File: src/include/elink_consts.svh
//////////////////////////////
// Sizes shared by the E-link lane blocks
// Include wherever a width or depth is needed
//////////////////////////////

`ifndef ELINK_CONSTS_SVH
`define ELINK_CONSTS_SVH

// Transmit FIFO depth in words
`define FIFO_DEPTH 16

// Occupancy at which the writer is told to hold off
`define FIFO_PFULL 12

// One 8b10b symbol
`define SYM_WIDTH 10

// Bits carried per lane clock
`define LANE_WIDTH 2

// Delimiter plus data byte
`define WORD_WIDTH 10

`endif

File: src/elinkFramePkg.sv
//////////////////////////////
// Frame content types
// Delimiter codes and K-character bytes
//////////////////////////////

package elinkFramePkg;

  // Upper two bits of a FIFO word, also the received ISK code
  typedef enum logic [1:0]
  {
    DELIM_DATA  = 2'b00,
    DELIM_EOP   = 2'b01,
    DELIM_SOP   = 2'b10,
    DELIM_COMMA = 2'b11
  } delimType;

  // K28.y bytes as HGF EDCBA
  typedef enum logic [7:0]
  {
    K28_1 = 8'h3C,
    K28_6 = 8'hDC,
    K28_5 = 8'hBC
  } kCharType;

endpackage

File: src/elinkLinkPkg.sv
//////////////////////////////
// Lane timing and alignment types
//////////////////////////////

package elinkLinkPkg;

  // Five 2-bit beats per symbol
  typedef enum logic [2:0]
  {
    PH0, PH1, PH2, PH3, PH4
  } serPhaseType;

  // Receive symbol boundary search
  typedef enum logic [1:0]
  {
    ALIGN_SEARCH,
    ALIGN_CONFIRM,
    ALIGN_LOCKED
  } alignStateType;

endpackage

File: src/elinkTxFifo.sv
//////////////////////////////
// Transmit word FIFO with partial-full level
// Read data is valid in the cycle of fifoRe
//////////////////////////////

`timescale 1ns/1ns
`include "elink_consts.svh"

module elinkTxFifo
(
  input  logic                   bitCLKx2,
  input  logic                   reset,
  input  logic                   efifoWr,
  input  logic [`WORD_WIDTH-1:0] efifoDin,
  input  logic                   fifoRe,
  output logic [`WORD_WIDTH-1:0] fifoDout,
  output logic                   fifoEmpty,
  output logic                   efifoPfull
);

  localparam int PtrWidth = $clog2(`FIFO_DEPTH);

  logic [`WORD_WIDTH-1:0] mem [`FIFO_DEPTH];
  logic [PtrWidth-1:0]    wrPtr;
  logic [PtrWidth-1:0]    rdPtr;
  logic [PtrWidth:0]      count;
  logic                   full;
  logic                   wrOk;
  logic                   rdOk;

  assign full       = (count == `FIFO_DEPTH);
  assign fifoEmpty  = (count == 0);
  assign efifoPfull = (count >= `FIFO_PFULL);
  assign wrOk       = efifoWr && !full;
  assign rdOk       = fifoRe && !fifoEmpty;

  // Head word shown without a read latency
  assign fifoDout = mem[rdPtr];

  always_ff @(posedge bitCLKx2)
  begin
    if (wrOk)
    begin
      mem[wrPtr] <= efifoDin;
    end
  end

  always_ff @(posedge bitCLKx2)
  begin
    if (reset)
    begin
      wrPtr <= '0;
      rdPtr <= '0;
      count <= '0;
    end
    else
    begin
      if (wrOk)
        wrPtr <= wrPtr + 1'b1;
      if (rdOk)
        rdPtr <= rdPtr + 1'b1;
      count <= count + wrOk - rdOk;
    end
  end

  noWriteWhenFull: assert property (@(posedge bitCLKx2) disable iff (reset)
    efifoWr |-> !full);

  noReadWhenEmpty: assert property (@(posedge bitCLKx2) disable iff (reset)
    fifoRe |-> !fifoEmpty);

endmodule

File: src/enc8b10b.sv
//////////////////////////////
// 8b10b encoder, one symbol per request
// Sends K28.5 when the FIFO is empty
//////////////////////////////

`timescale 1ns/1ns
`include "elink_consts.svh"

module enc8b10b import elinkFramePkg::*;
(
  input  logic                   bitCLKx2,
  input  logic                   reset,
  input  logic                   symReq,
  input  logic [`WORD_WIDTH-1:0] fifoDout,
  input  logic                   fifoEmpty,
  output logic                   fifoRe,
  output logic [`SYM_WIDTH-1:0]  symOut,
  output logic                   symValid
);

  logic       rdPos;
  logic       rd6;
  logic       rdNext;
  logic       isK;
  logic [7:0] byteVal;
  logic [4:0] x;
  logic [2:0] y;
  logic [5:0] code6;
  logic [3:0] code4;
  delimType   delim;

  assign fifoRe = symReq && !fifoEmpty;

  always_comb
  begin
    delim = fifoEmpty ? DELIM_COMMA : delimType'(fifoDout[9:8]);
    isK   = 1'b1;
    case (delim)
      DELIM_DATA:
      begin
        byteVal = fifoDout[7:0];
        isK     = 1'b0;
      end
      DELIM_SOP: byteVal = K28_1;
      DELIM_EOP: byteVal = K28_6;
      default:   byteVal = K28_5;
    endcase
    x = byteVal[4:0];
    y = byteVal[7:5];

    // 5b6b as abcdei for negative disparity
    case (x)
      5'd0:  code6 = 6'b100111;
      5'd1:  code6 = 6'b011101;
      5'd2:  code6 = 6'b101101;
      5'd3:  code6 = 6'b110001;
      5'd4:  code6 = 6'b110101;
      5'd5:  code6 = 6'b101001;
      5'd6:  code6 = 6'b011001;
      5'd7:  code6 = 6'b111000;
      5'd8:  code6 = 6'b111001;
      5'd9:  code6 = 6'b100101;
      5'd10: code6 = 6'b010101;
      5'd11: code6 = 6'b110100;
      5'd12: code6 = 6'b001101;
      5'd13: code6 = 6'b101100;
      5'd14: code6 = 6'b011100;
      5'd15: code6 = 6'b010111;
      5'd16: code6 = 6'b011011;
      5'd17: code6 = 6'b100011;
      5'd18: code6 = 6'b010011;
      5'd19: code6 = 6'b110010;
      5'd20: code6 = 6'b001011;
      5'd21: code6 = 6'b101010;
      5'd22: code6 = 6'b011010;
      5'd23: code6 = 6'b111010;
      5'd24: code6 = 6'b110011;
      5'd25: code6 = 6'b100110;
      5'd26: code6 = 6'b010110;
      5'd27: code6 = 6'b110110;
      5'd28: code6 = isK ? 6'b001111 : 6'b001110;
      5'd29: code6 = 6'b101110;
      5'd30: code6 = 6'b011110;
      default: code6 = 6'b101011;
    endcase
    // D.7 is balanced but still alternates
    if (rdPos && ($countones(code6) != 3 || (x == 5'd7 && !isK)))
      code6 = ~code6;
    rd6 = ($countones(code6) != 3) ? !rdPos : rdPos;

    // 3b4b as fghj for negative disparity after the 6b block
    case (y)
      3'd0: code4 = 4'b1011;
      3'd1: code4 = 4'b1001;
      3'd2: code4 = 4'b0101;
      3'd3: code4 = 4'b1100;
      3'd4: code4 = 4'b1101;
      3'd5: code4 = 4'b1010;
      3'd6: code4 = 4'b0110;
      default:
        // Alternate D.x.7 avoids a run of five
        if ((!rd6 && (x == 5'd17 || x == 5'd18 || x == 5'd20)) ||
            (rd6 && (x == 5'd11 || x == 5'd13 || x == 5'd14)))
          code4 = 4'b0111;
        else
          code4 = 4'b1110;
    endcase
    if (isK)
      code4 = rd6 ? code4 : ~code4;
    else if (rd6 && ($countones(code4) != 2 || y == 3'd3))
      code4 = ~code4;
    rdNext = ($countones(code4) != 2) ? !rd6 : rd6;
  end

  always_ff @(posedge bitCLKx2)
  begin
    if (reset)
    begin
      rdPos    <= 1'b0;
      symValid <= 1'b0;
    end
    else
    begin
      symValid <= symReq;
      if (symReq)
        rdPos <= rdNext;
    end
  end

  always_ff @(posedge bitCLKx2)
  begin
    if (symReq)
      symOut <= {code6, code4};
  end

  disparityBalanced: assert property (@(posedge bitCLKx2) disable iff (reset)
    symValid |->
      ($countones(symOut) == 5 && rdPos == $past(rdPos)) ||
      ($countones(symOut) == 6 && !$past(rdPos) && rdPos) ||
      ($countones(symOut) == 4 && $past(rdPos) && !rdPos));

endmodule

File: src/elinkSerializer.sv
//////////////////////////////
// Symbol to 2-bit lane, MSB pair first
//////////////////////////////

`timescale 1ns/1ns
`include "elink_consts.svh"

module elinkSerializer import elinkLinkPkg::*;
(
  input  logic                   bitCLKx2,
  input  logic                   reset,
  input  logic [`SYM_WIDTH-1:0]  symOut,
  input  logic                   symValid,
  output logic                   symReq,
  output logic [`LANE_WIDTH-1:0] elink2bit
);

  serPhaseType           phase;
  logic [`SYM_WIDTH-1:0] shiftReg;

  // Request at beat 3, encoder answers during beat 4
  assign symReq    = (phase == PH3);
  assign elink2bit = shiftReg[`SYM_WIDTH-1 -: `LANE_WIDTH];

  always_ff @(posedge bitCLKx2)
  begin
    if (reset)
    begin
      phase    <= PH0;
      shiftReg <= '0;
    end
    else
    begin
      phase <= (phase == PH4) ? PH0 : serPhaseType'(phase + 3'd1);
      // New symbol enters so that beat 0 shows its first pair
      if (symValid)
        shiftReg <= symOut;
      else
        shiftReg <= shiftReg << `LANE_WIDTH;
    end
  end

  validAtLastBeat: assert property (@(posedge bitCLKx2) disable iff (reset)
    symValid |-> phase == PH4 && $past(phase) == PH3);

endmodule

File: src/elinkDeserializer.sv
//////////////////////////////
// 2-bit lane to aligned symbols
// Locks on K28.5 seen twice, ten bits apart
//////////////////////////////

`timescale 1ns/1ns
`include "elink_consts.svh"

module elinkDeserializer import elinkLinkPkg::*;
(
  input  logic                   bitCLKx2,
  input  logic                   reset,
  input  logic [`LANE_WIDTH-1:0] elink2bit,
  output logic [`SYM_WIDTH-1:0]  symIn,
  output logic                   symStrobe,
  output logic                   rxAligned
);

  localparam logic [`SYM_WIDTH-1:0] CommaNeg = 10'b0011111010;
  localparam logic [`SYM_WIDTH-1:0] CommaPos = 10'b1100000101;

  // Enough history for both bit offsets within a beat
  logic [`SYM_WIDTH+`LANE_WIDTH-2:0] hist;
  logic [`SYM_WIDTH-1:0]             win0;
  logic [`SYM_WIDTH-1:0]             win1;
  logic [`SYM_WIDTH-1:0]             winSel;
  logic                              comma0;
  logic                              comma1;
  logic                              hit;
  logic                              miss;
  logic                              bitOff;
  logic [1:0]                        missCnt;
  serPhaseType                       phase;
  alignStateType                     state;

  assign win0   = hist[`SYM_WIDTH-1:0];
  assign win1   = hist[`SYM_WIDTH:1];
  assign comma0 = (win0 == CommaNeg) || (win0 == CommaPos);
  assign comma1 = (win1 == CommaNeg) || (win1 == CommaPos);
  assign winSel = bitOff ? win1 : win0;

  // Expected boundary versus a comma anywhere else
  assign hit  = (phase == PH0) && (bitOff ? comma1 : comma0);
  assign miss = !hit && (comma0 || comma1);

  assign rxAligned = (state == ALIGN_LOCKED);

  always_ff @(posedge bitCLKx2)
  begin
    if (reset)
    begin
      hist      <= '0;
      phase     <= PH0;
      state     <= ALIGN_SEARCH;
      bitOff    <= 1'b0;
      missCnt   <= '0;
      symStrobe <= 1'b0;
    end
    else
    begin
      hist      <= {hist[`SYM_WIDTH-2:0], elink2bit};
      phase     <= (phase == PH4) ? PH0 : serPhaseType'(phase + 3'd1);
      symStrobe <= 1'b0;
      case (state)
        ALIGN_SEARCH:
          if (comma0 || comma1)
          begin
            bitOff <= !comma0;
            phase  <= PH1;
            state  <= ALIGN_CONFIRM;
          end
        ALIGN_CONFIRM:
          if (phase == PH0)
          begin
            state     <= hit ? ALIGN_LOCKED : ALIGN_SEARCH;
            symStrobe <= hit;
            missCnt   <= '0;
          end
        default:
        begin
          symStrobe <= (phase == PH0);
          if (hit)
            missCnt <= '0;
          else if (miss)
            missCnt <= missCnt + 2'd1;
          // Third misplaced comma in a row
          if (miss && missCnt == 2'd2)
            state <= ALIGN_SEARCH;
        end
      endcase
    end
  end

  always_ff @(posedge bitCLKx2)
  begin
    symIn <= winSel;
  end

  // Once locked, commas only show up on the symbol boundary
  commaOnBoundary: assert property (@(posedge bitCLKx2) disable iff (reset)
    rxAligned && (comma0 || comma1) |-> hit);

endmodule

File: src/dec8b10b.sv
//////////////////////////////
// 8b10b decoder with disparity check
// Idle commas produce no output
//////////////////////////////

`timescale 1ns/1ns

module dec8b10b import elinkFramePkg::*;
(
  input  logic       bitCLKx2,
  input  logic       reset,
  input  logic [9:0] symIn,
  input  logic       symStrobe,
  output logic [7:0] rxData,
  output logic [1:0] rxIsk,
  output logic       rxValid,
  output logic       rxCodeErr
);

  logic       rdPos;
  logic       rd6;
  logic       rdNext;
  logic       isK;
  logic       isComma;
  logic       err;
  logic [5:0] c6;
  logic [3:0] c4;
  logic [3:0] k4;
  logic [4:0] x;
  logic [2:0] y;
  delimType   isk;

  assign c6      = symIn[9:4];
  assign c4      = symIn[3:0];
  assign isComma = (symIn == 10'b0011111010) || (symIn == 10'b1100000101);

  always_comb
  begin
    err = 1'b0;
    isK = 1'b0;
    case (c6)
      6'b100111, 6'b011000: x = 5'd0;
      6'b011101, 6'b100010: x = 5'd1;
      6'b101101, 6'b010010: x = 5'd2;
      6'b110001:            x = 5'd3;
      6'b110101, 6'b001010: x = 5'd4;
      6'b101001:            x = 5'd5;
      6'b011001:            x = 5'd6;
      6'b111000, 6'b000111: x = 5'd7;
      6'b111001, 6'b000110: x = 5'd8;
      6'b100101:            x = 5'd9;
      6'b010101:            x = 5'd10;
      6'b110100:            x = 5'd11;
      6'b001101:            x = 5'd12;
      6'b101100:            x = 5'd13;
      6'b011100:            x = 5'd14;
      6'b010111, 6'b101000: x = 5'd15;
      6'b011011, 6'b100100: x = 5'd16;
      6'b100011:            x = 5'd17;
      6'b010011:            x = 5'd18;
      6'b110010:            x = 5'd19;
      6'b001011:            x = 5'd20;
      6'b101010:            x = 5'd21;
      6'b011010:            x = 5'd22;
      6'b111010, 6'b000101: x = 5'd23;
      6'b110011, 6'b001100: x = 5'd24;
      6'b100110:            x = 5'd25;
      6'b010110:            x = 5'd26;
      6'b110110, 6'b001001: x = 5'd27;
      6'b001110:            x = 5'd28;
      6'b101110, 6'b010001: x = 5'd29;
      6'b011110, 6'b100001: x = 5'd30;
      6'b101011, 6'b010100: x = 5'd31;
      6'b001111, 6'b110000:
      begin
        x   = 5'd28;
        isK = 1'b1;
      end
      default:
      begin
        x   = 5'd0;
        err = 1'b1;
      end
    endcase
    // Running disparity entering each sub-block
    if (($countones(c6) == 4 || c6 == 6'b111000) && rdPos)
      err = 1'b1;
    if (($countones(c6) == 2 || c6 == 6'b000111) && !rdPos)
      err = 1'b1;
    rd6 = ($countones(c6) != 3) ? !rdPos : rdPos;

    // K28 fghj follows the polarity of its 6b block
    k4 = (c6 == 6'b001111) ? c4 : ~c4;
    case (isK ? k4 : c4)
      4'b1011, 4'b0100:                   y = 3'd0;
      4'b1001:                            y = 3'd1;
      4'b0101:                            y = 3'd2;
      4'b1100, 4'b0011:                   y = 3'd3;
      4'b1101, 4'b0010:                   y = 3'd4;
      4'b1010:                            y = 3'd5;
      4'b0110:                            y = 3'd6;
      default:                            y = 3'd7;
    endcase
    if (!isK && (($countones(c4) == 3 || c4 == 4'b1100) && rd6))
      err = 1'b1;
    if (!isK && (($countones(c4) == 1 || c4 == 4'b0011) && !rd6))
      err = 1'b1;
    if ($countones(c4) == 0 || $countones(c4) == 4)
      err = 1'b1;
    if (isK && !(y == 3'd1 || y == 3'd5 || y == 3'd6))
      err = 1'b1;
    rdNext = ($countones(c4) != 2) ? !rd6 : rd6;

    if (!isK)
      isk = DELIM_DATA;
    else if (y == 3'd1)
      isk = DELIM_SOP;
    else if (y == 3'd6)
      isk = DELIM_EOP;
    else
      isk = DELIM_COMMA;
  end

  always_ff @(posedge bitCLKx2)
  begin
    if (reset)
    begin
      rdPos     <= 1'b0;
      rxValid   <= 1'b0;
      rxCodeErr <= 1'b0;
    end
    else
    begin
      rxValid   <= symStrobe && !isComma;
      rxCodeErr <= symStrobe && !isComma && err;
      // A comma tells the transmitter's disparity directly
      if (symStrobe)
        rdPos <= isComma ? (symIn[9:8] == 2'b00) : rdNext;
    end
  end

  always_ff @(posedge bitCLKx2)
  begin
    if (symStrobe)
    begin
      rxData <= {y, x};
      rxIsk  <= isk;
    end
  end

endmodule

File: src/elinkLoopback.sv
//////////////////////////////
// E-link lane loop, FIFO to encoder to lane
// and back through the receiver
//////////////////////////////

`timescale 1ns/1ns
`include "elink_consts.svh"

module elinkLoopback
(
  input  logic                   bitCLKx2,
  input  logic                   reset,
  input  logic                   efifoWr,
  input  logic [`WORD_WIDTH-1:0] efifoDin,
  output logic                   efifoPfull,
  output logic [`LANE_WIDTH-1:0] elink2bit,
  output logic [7:0]             rxData,
  output logic [1:0]             rxIsk,
  output logic                   rxValid,
  output logic                   rxCodeErr,
  output logic                   rxAligned
);

  logic [`WORD_WIDTH-1:0] fifoDout;
  logic                   fifoRe;
  logic                   fifoEmpty;
  logic [`SYM_WIDTH-1:0]  symOut;
  logic                   symValid;
  logic                   symReq;
  logic [`SYM_WIDTH-1:0]  symIn;
  logic                   symStrobe;

  elinkTxFifo txFifo_i
  (
    .bitCLKx2   (bitCLKx2),
    .reset      (reset),
    .efifoWr    (efifoWr),
    .efifoDin   (efifoDin),
    .fifoRe     (fifoRe),
    .fifoDout   (fifoDout),
    .fifoEmpty  (fifoEmpty),
    .efifoPfull (efifoPfull)
  );

  enc8b10b enc_i
  (
    .bitCLKx2  (bitCLKx2),
    .reset     (reset),
    .symReq    (symReq),
    .fifoDout  (fifoDout),
    .fifoEmpty (fifoEmpty),
    .fifoRe    (fifoRe),
    .symOut    (symOut),
    .symValid  (symValid)
  );

  elinkSerializer ser_i
  (
    .bitCLKx2  (bitCLKx2),
    .reset     (reset),
    .symOut    (symOut),
    .symValid  (symValid),
    .symReq    (symReq),
    .elink2bit (elink2bit)
  );

  // Lane looped straight back into the receiver
  elinkDeserializer deser_i
  (
    .bitCLKx2  (bitCLKx2),
    .reset     (reset),
    .elink2bit (elink2bit),
    .symIn     (symIn),
    .symStrobe (symStrobe),
    .rxAligned (rxAligned)
  );

  dec8b10b dec_i
  (
    .bitCLKx2  (bitCLKx2),
    .reset     (reset),
    .symIn     (symIn),
    .symStrobe (symStrobe),
    .rxData    (rxData),
    .rxIsk     (rxIsk),
    .rxValid   (rxValid),
    .rxCodeErr (rxCodeErr)
  );

endmodule

File: config.mk
export PLATFORM = sky130hd
export DESIGN_NAME = elinkLoopback
export DESIGN_NICKNAME = d
export VERILOG_FILES = /design/src/elinkFramePkg.sv /design/src/elinkLinkPkg.sv /design/src/elinkTxFifo.sv /design/src/enc8b10b.sv /design/src/elinkSerializer.sv /design/src/elinkDeserializer.sv /design/src/dec8b10b.sv /design/src/elinkLoopback.sv
export VERILOG_INCLUDE_DIRS = /design/src /design/src/include
export SDC_FILE = /design/constraint.sdc
export NUM_CORES = 1
export LEC_CHECK = 0
export BUFFER_PORTS_ARGS = -buffer_cell sky130_fd_sc_hd__buf_2
export CORE_UTILIZATION = 30
export CTS_CLUSTER_DIAMETER = 120
export CTS_CLUSTER_SIZE = 24
export DETAILED_ROUTE_END_ITERATION = 8
export PLACE_DENSITY = 0.44
export SETUP_SLACK_MARGIN = 0.2
export SLEW_MARGIN = 30
export SYNTH_ARGS = -nofsm -noshare
export SYNTH_HDL_FRONTEND = slang
export SYNTH_SLANG_ARGS = --single-unit
File: constraint.sdc
create_clock -name bitCLKx2 -period 11.7 [get_ports bitCLKx2]
set_clock_uncertainty 0.05 [all_clocks]
set_input_delay 0.585 -clock bitCLKx2 [delete_from_list [all_inputs] [get_ports bitCLKx2]]
set_output_delay 0.585 -clock bitCLKx2 [all_outputs]
set_load 0.03 [all_outputs]
==> summary.txt <==
Run status
  • Outcome: completed

GRT
  • Antenna violations before repair: 0
  • Largest net degree at the start of global routing: between 40 and 50
  • First-pass GRT wire length: 42200 um
  • Gr ovfl total: 0
  • All-Layer GR Usage: 0.130
  • Vias in the first global route: 7325

Drt
  • Drt first pass iters: 5
  • # DRC: 0
  • Detail Route Antenna Nets: 0
  • Average routed wire per standard cell: about 18 um
  • Vias: 7368
  • Via-to-Cell Ratio: around 4.9
  • DR iter-0 viols: 482
  • WL final: 26800 um

Timing
  • Final Max Tran Viols: 0
  • Hold Slack: between 0.4 and 0.5 ns
  • Fin crit period: between 10 and 15 ns
  • RSZ-0062 raised after global routing: no
  • Final Hold Violating Endpoints: 0
  • Peak Freq: ~0.093 GHz
  • Max-slew headroom: 0.405
  • # setup viols final: 0
  • Worst Tran Pin Value: 0.892 ns
  • Crit share post-route: 0.918
  • Post-Route Setup TNS: 0 ns

Place
  • Placed cells: 1483
  • DPL Wire Length: 17900 um
  • GP Congestion: roughly 0.85
  • IO Port Bufs: 28

Cells and area
  • Antenna cells: 0
  • Non-filler cells, final: 1513
  • Layout net count: roughly 1100
  • # fillers: about 3900
  • Storage cell area: about 6700 um^2
  • Area of the multi-input gates: 4970 um^2
  • Fraction of layout cells with a size suffix above 1: 0.153
  • P&R area growth vs syn: 10.4%

Yosys
  • Synth Flop Type: edfxtp_1
  • Cells after Synth: roughly 960
  • Synthesis Warnings: 0
  • Ranking of synthesized cells by area: edfxtp_1 45%, dfxtp_1 11%, ha_1 6.0%
  • Seq/Total Area, Yosys: 0.556
  • Synth unique cells: between 70 and 80
  • Cell taking the most area after synthesis: edfxtp_1
  • Post-synth EDFFs: 180
  • Synth top area share: 0.448
  • Flops & latches, synth: around 250
  • Syn_nets: between 1000 and 1500
  • Post-synth ARST share: 0
  • Synth Area per Inst: ~13 um^2
  • Netlist Area Pre-Place: approximately 12000 um^2

Pwr
  • Clock power share: 0.170
  • Pwr Density: between 200 and 250 nW/um^2
  • Sw frac: 0.369
  • Comb pwr share: 0.499
  • Lkg Pwr: 4.57 nW
  • Tot Pwr: 3.10 mW
  • Internal power: just under 2 mW
  • Sequential Power Share: 0.331
  • VDD IR max: about 0.23 mV
  • Psw: about 1.1 mW

Job
  • Max-cap violations: 0

Critical path
  • Startpoint Class: flip-flop
  • Crit path largest cell delay: around 0.54 ns
  • Critical path start-end classification: reg -> reg
  • Crit path arrival time: about 11 ns
  • Crit-path slowest cell: mux4_2
  • Buffers and inverters on the worst path: 3
  • CP most frequent cell: ha_1
  • Req. time, crit path: 12.01 ns
  • CP top delay family: adder cells
  • Crit path max fanout: 10
  • Setup crit end kind: flip-flop

Clocking
  • CTS tree: built
  • CTS Buf Count: 14
  • CTS Buffer Depth: 3
  • Root Driver: clkbuf_16
  • Clk sinks: 245
  • Clock-pin slew on the worst setup and hold paths: 0.10 ns
  • H-tree levels: 1
  • Clk_lat worst skew: 0.49 ns

Floorplanning
  • IO Count: 29
  • Total die area: 41000 um^2
  • Rows: 73
  • Die W: between 200 and 250 um
  • Starting Density: 0.304
  • Core Area: a little under 40000 um^2
  • Die Y: 203 um

Hold path
  • Hold Path Class: reg -> reg
cell type report:
class / instances / share of cell area
clock buffer: 22 / 0.0301
clock inverter: 2 / 0.00188
inverter: 48 / 0.0135
multi-input combinational: 614 / 0.373
sequential: 245 / 0.504
tap: 525 / 0.0493
timing repair buffer: 57 / 0.0280
Yosys cell counts (4+ instances only):
library cell	n
edfxtp_1	180
nand2_1	79
nor2_1	73
dfxtp_1	65
ha_1	58
inv_1	47
mux2i_1	45
mux4_2	31
nand3_1	31
a21oi_1	30
clkbuf_1	25
nor2b_1	24
o21ai_0	19
nor3_1	18
xor2_1	13
mux2_2	12
xnor2_1	12
a22oi_1	11
a22o_1	10
nand2b_1	10
buf_6	9
fa_1	9
nand4_1	9
a211oi_1	7
a31oi_1	7
o22ai_1	7
and3_1	6
buf_4	6
a21o_1	5
buf_2	5
or2_1	5
a311oi_1	4
and2_1	4
buf_1	4
nor3b_1	4
o211ai_1	4
o21ai_1	4
placed cells by master (no fill, tap or decap), types with 9 or more instances in the layout:
cell / instances
a21oi_1: 30
a22o_1: 10
a22oi_1: 11
buf_2: 27
buf_4: 29
clkbuf_16: 15
dfxtp_1: 63
edfxtp_1: 180
fa_1: 9
ha_1: 58
inv_1: 47
mux2_2: 12
mux2i_1: 45
mux4_2: 31
nand2_1: 79
nand2b_1: 9
nand3_1: 31
nand4_1: 9
nor2_1: 68
nor2b_1: 24
nor3_1: 13
o21ai_0: 19
xnor2_1: 11
xor2_1: 13
final timing paths:
| kind | start | to | slack (ns) | cells after the start |
|---|---|---|---|---|
| worst min register to register | ser_i.phase[0]$_SDFF_PP0_ | ser_i.phase[0]$_SDFF_PP0_ | 0.41 | 1 |
| worst max-delay path | flip-flop | enc_i.rdPos$_SDFFE_PP0P_ | 0.95 | 43 |
| worst min-delay path | ser_i.phase[0]$_SDFF_PP0_ | ser_i.phase[0]$_SDFF_PP0_ | 0.41 | 1 |
| worst max register to register | flip-flop | enc_i.rdPos$_SDFFE_PP0P_ | 0.95 | 43 |
metrics by stage:
step	util	setup WS [ns]	area, um^2
finish	0.335	0.954	13300
global route	0.335	0.230	13300
CTS	0.333	0.208	13200
detailed placement	0.322	0.128	12800
global placement	0.322	0.263	12800
floorplan	-	1.12	12100
state kept, by name (all words and copies together), names as in the netlist, 2 cells and up, named ones only:
signal and cells:
deser_i.missCnt 2, ser_i.shiftReg 10, txFifo_i.mem 160, dec_i.rxIsk 2, deser_i.symIn 10, deser_i.state 2, deser_i.phase 3, enc_i.symOut 10
txFifo_i.rdPtr 4, deser_i.hist 11, ser_i.phase 3, txFifo_i.wrPtr 4, txFifo_i.count 5, dec_i.rxData 8
cell families (layout without fill, tap and decap cells):
family	Yosys count	after routing	synth area share
fa+ha+maj	67	67	0.0751
compound gates	152	152	0.0921
xor+xnor	25	25	0.0181
mux	90	90	0.109
buf+inv	97	129	0.0382
flops	245	245	0.556
simple gates	280	280	0.111
worst reg2reg max path, delay by kind of cell (launching register included):
family	cells	cell delay, ns
flip-flops	1	0.46
AO/OA/AOI/OAI	7	1.87
buffers and inverters	3	0.28
multiplexers	4	1.39
AND/OR/NAND/NOR	14	2.06
adder cells (fa/ha/maj)	12	4.03
XOR/XNOR	3	0.49
power by group through the flow:
| stage | logic (mW) | registers, mW | clock network, mW |
|---|---|---|---|
| finish | 1.55 | 1.03 | 0.527 |
| global route | 1.78 | 1.03 | 0.580 |
| CTS | 1.53 | 1.03 | 0.552 |
| detailed placement | 1.50 | 1.05 | 0 |
| global placement | 1.49 | 1.05 | 0 |
| floorplan | 1.18 | 1.04 | 0 |
routing by layer:
metal | wire length, um | up-vias | track usage
met5 | 0 | - | 0
li1 | - | 3585 | -
met4 | 451 | 0 | 0.0301
met3 | 785 | 29 | 0.0162
met2 | 12900 | 116 | 0.219
met1 | 12600 | 3638 | 0.177
what timing repair did:
action                                  CTS  global route
pin swaps                                 0             3
resized for setup                         1             5
setup buffers                             0             6
endpoints found under the setup margin    1             1
hold buffers                              0             0
Note: power is estimated with default switching activity, not from simulation.
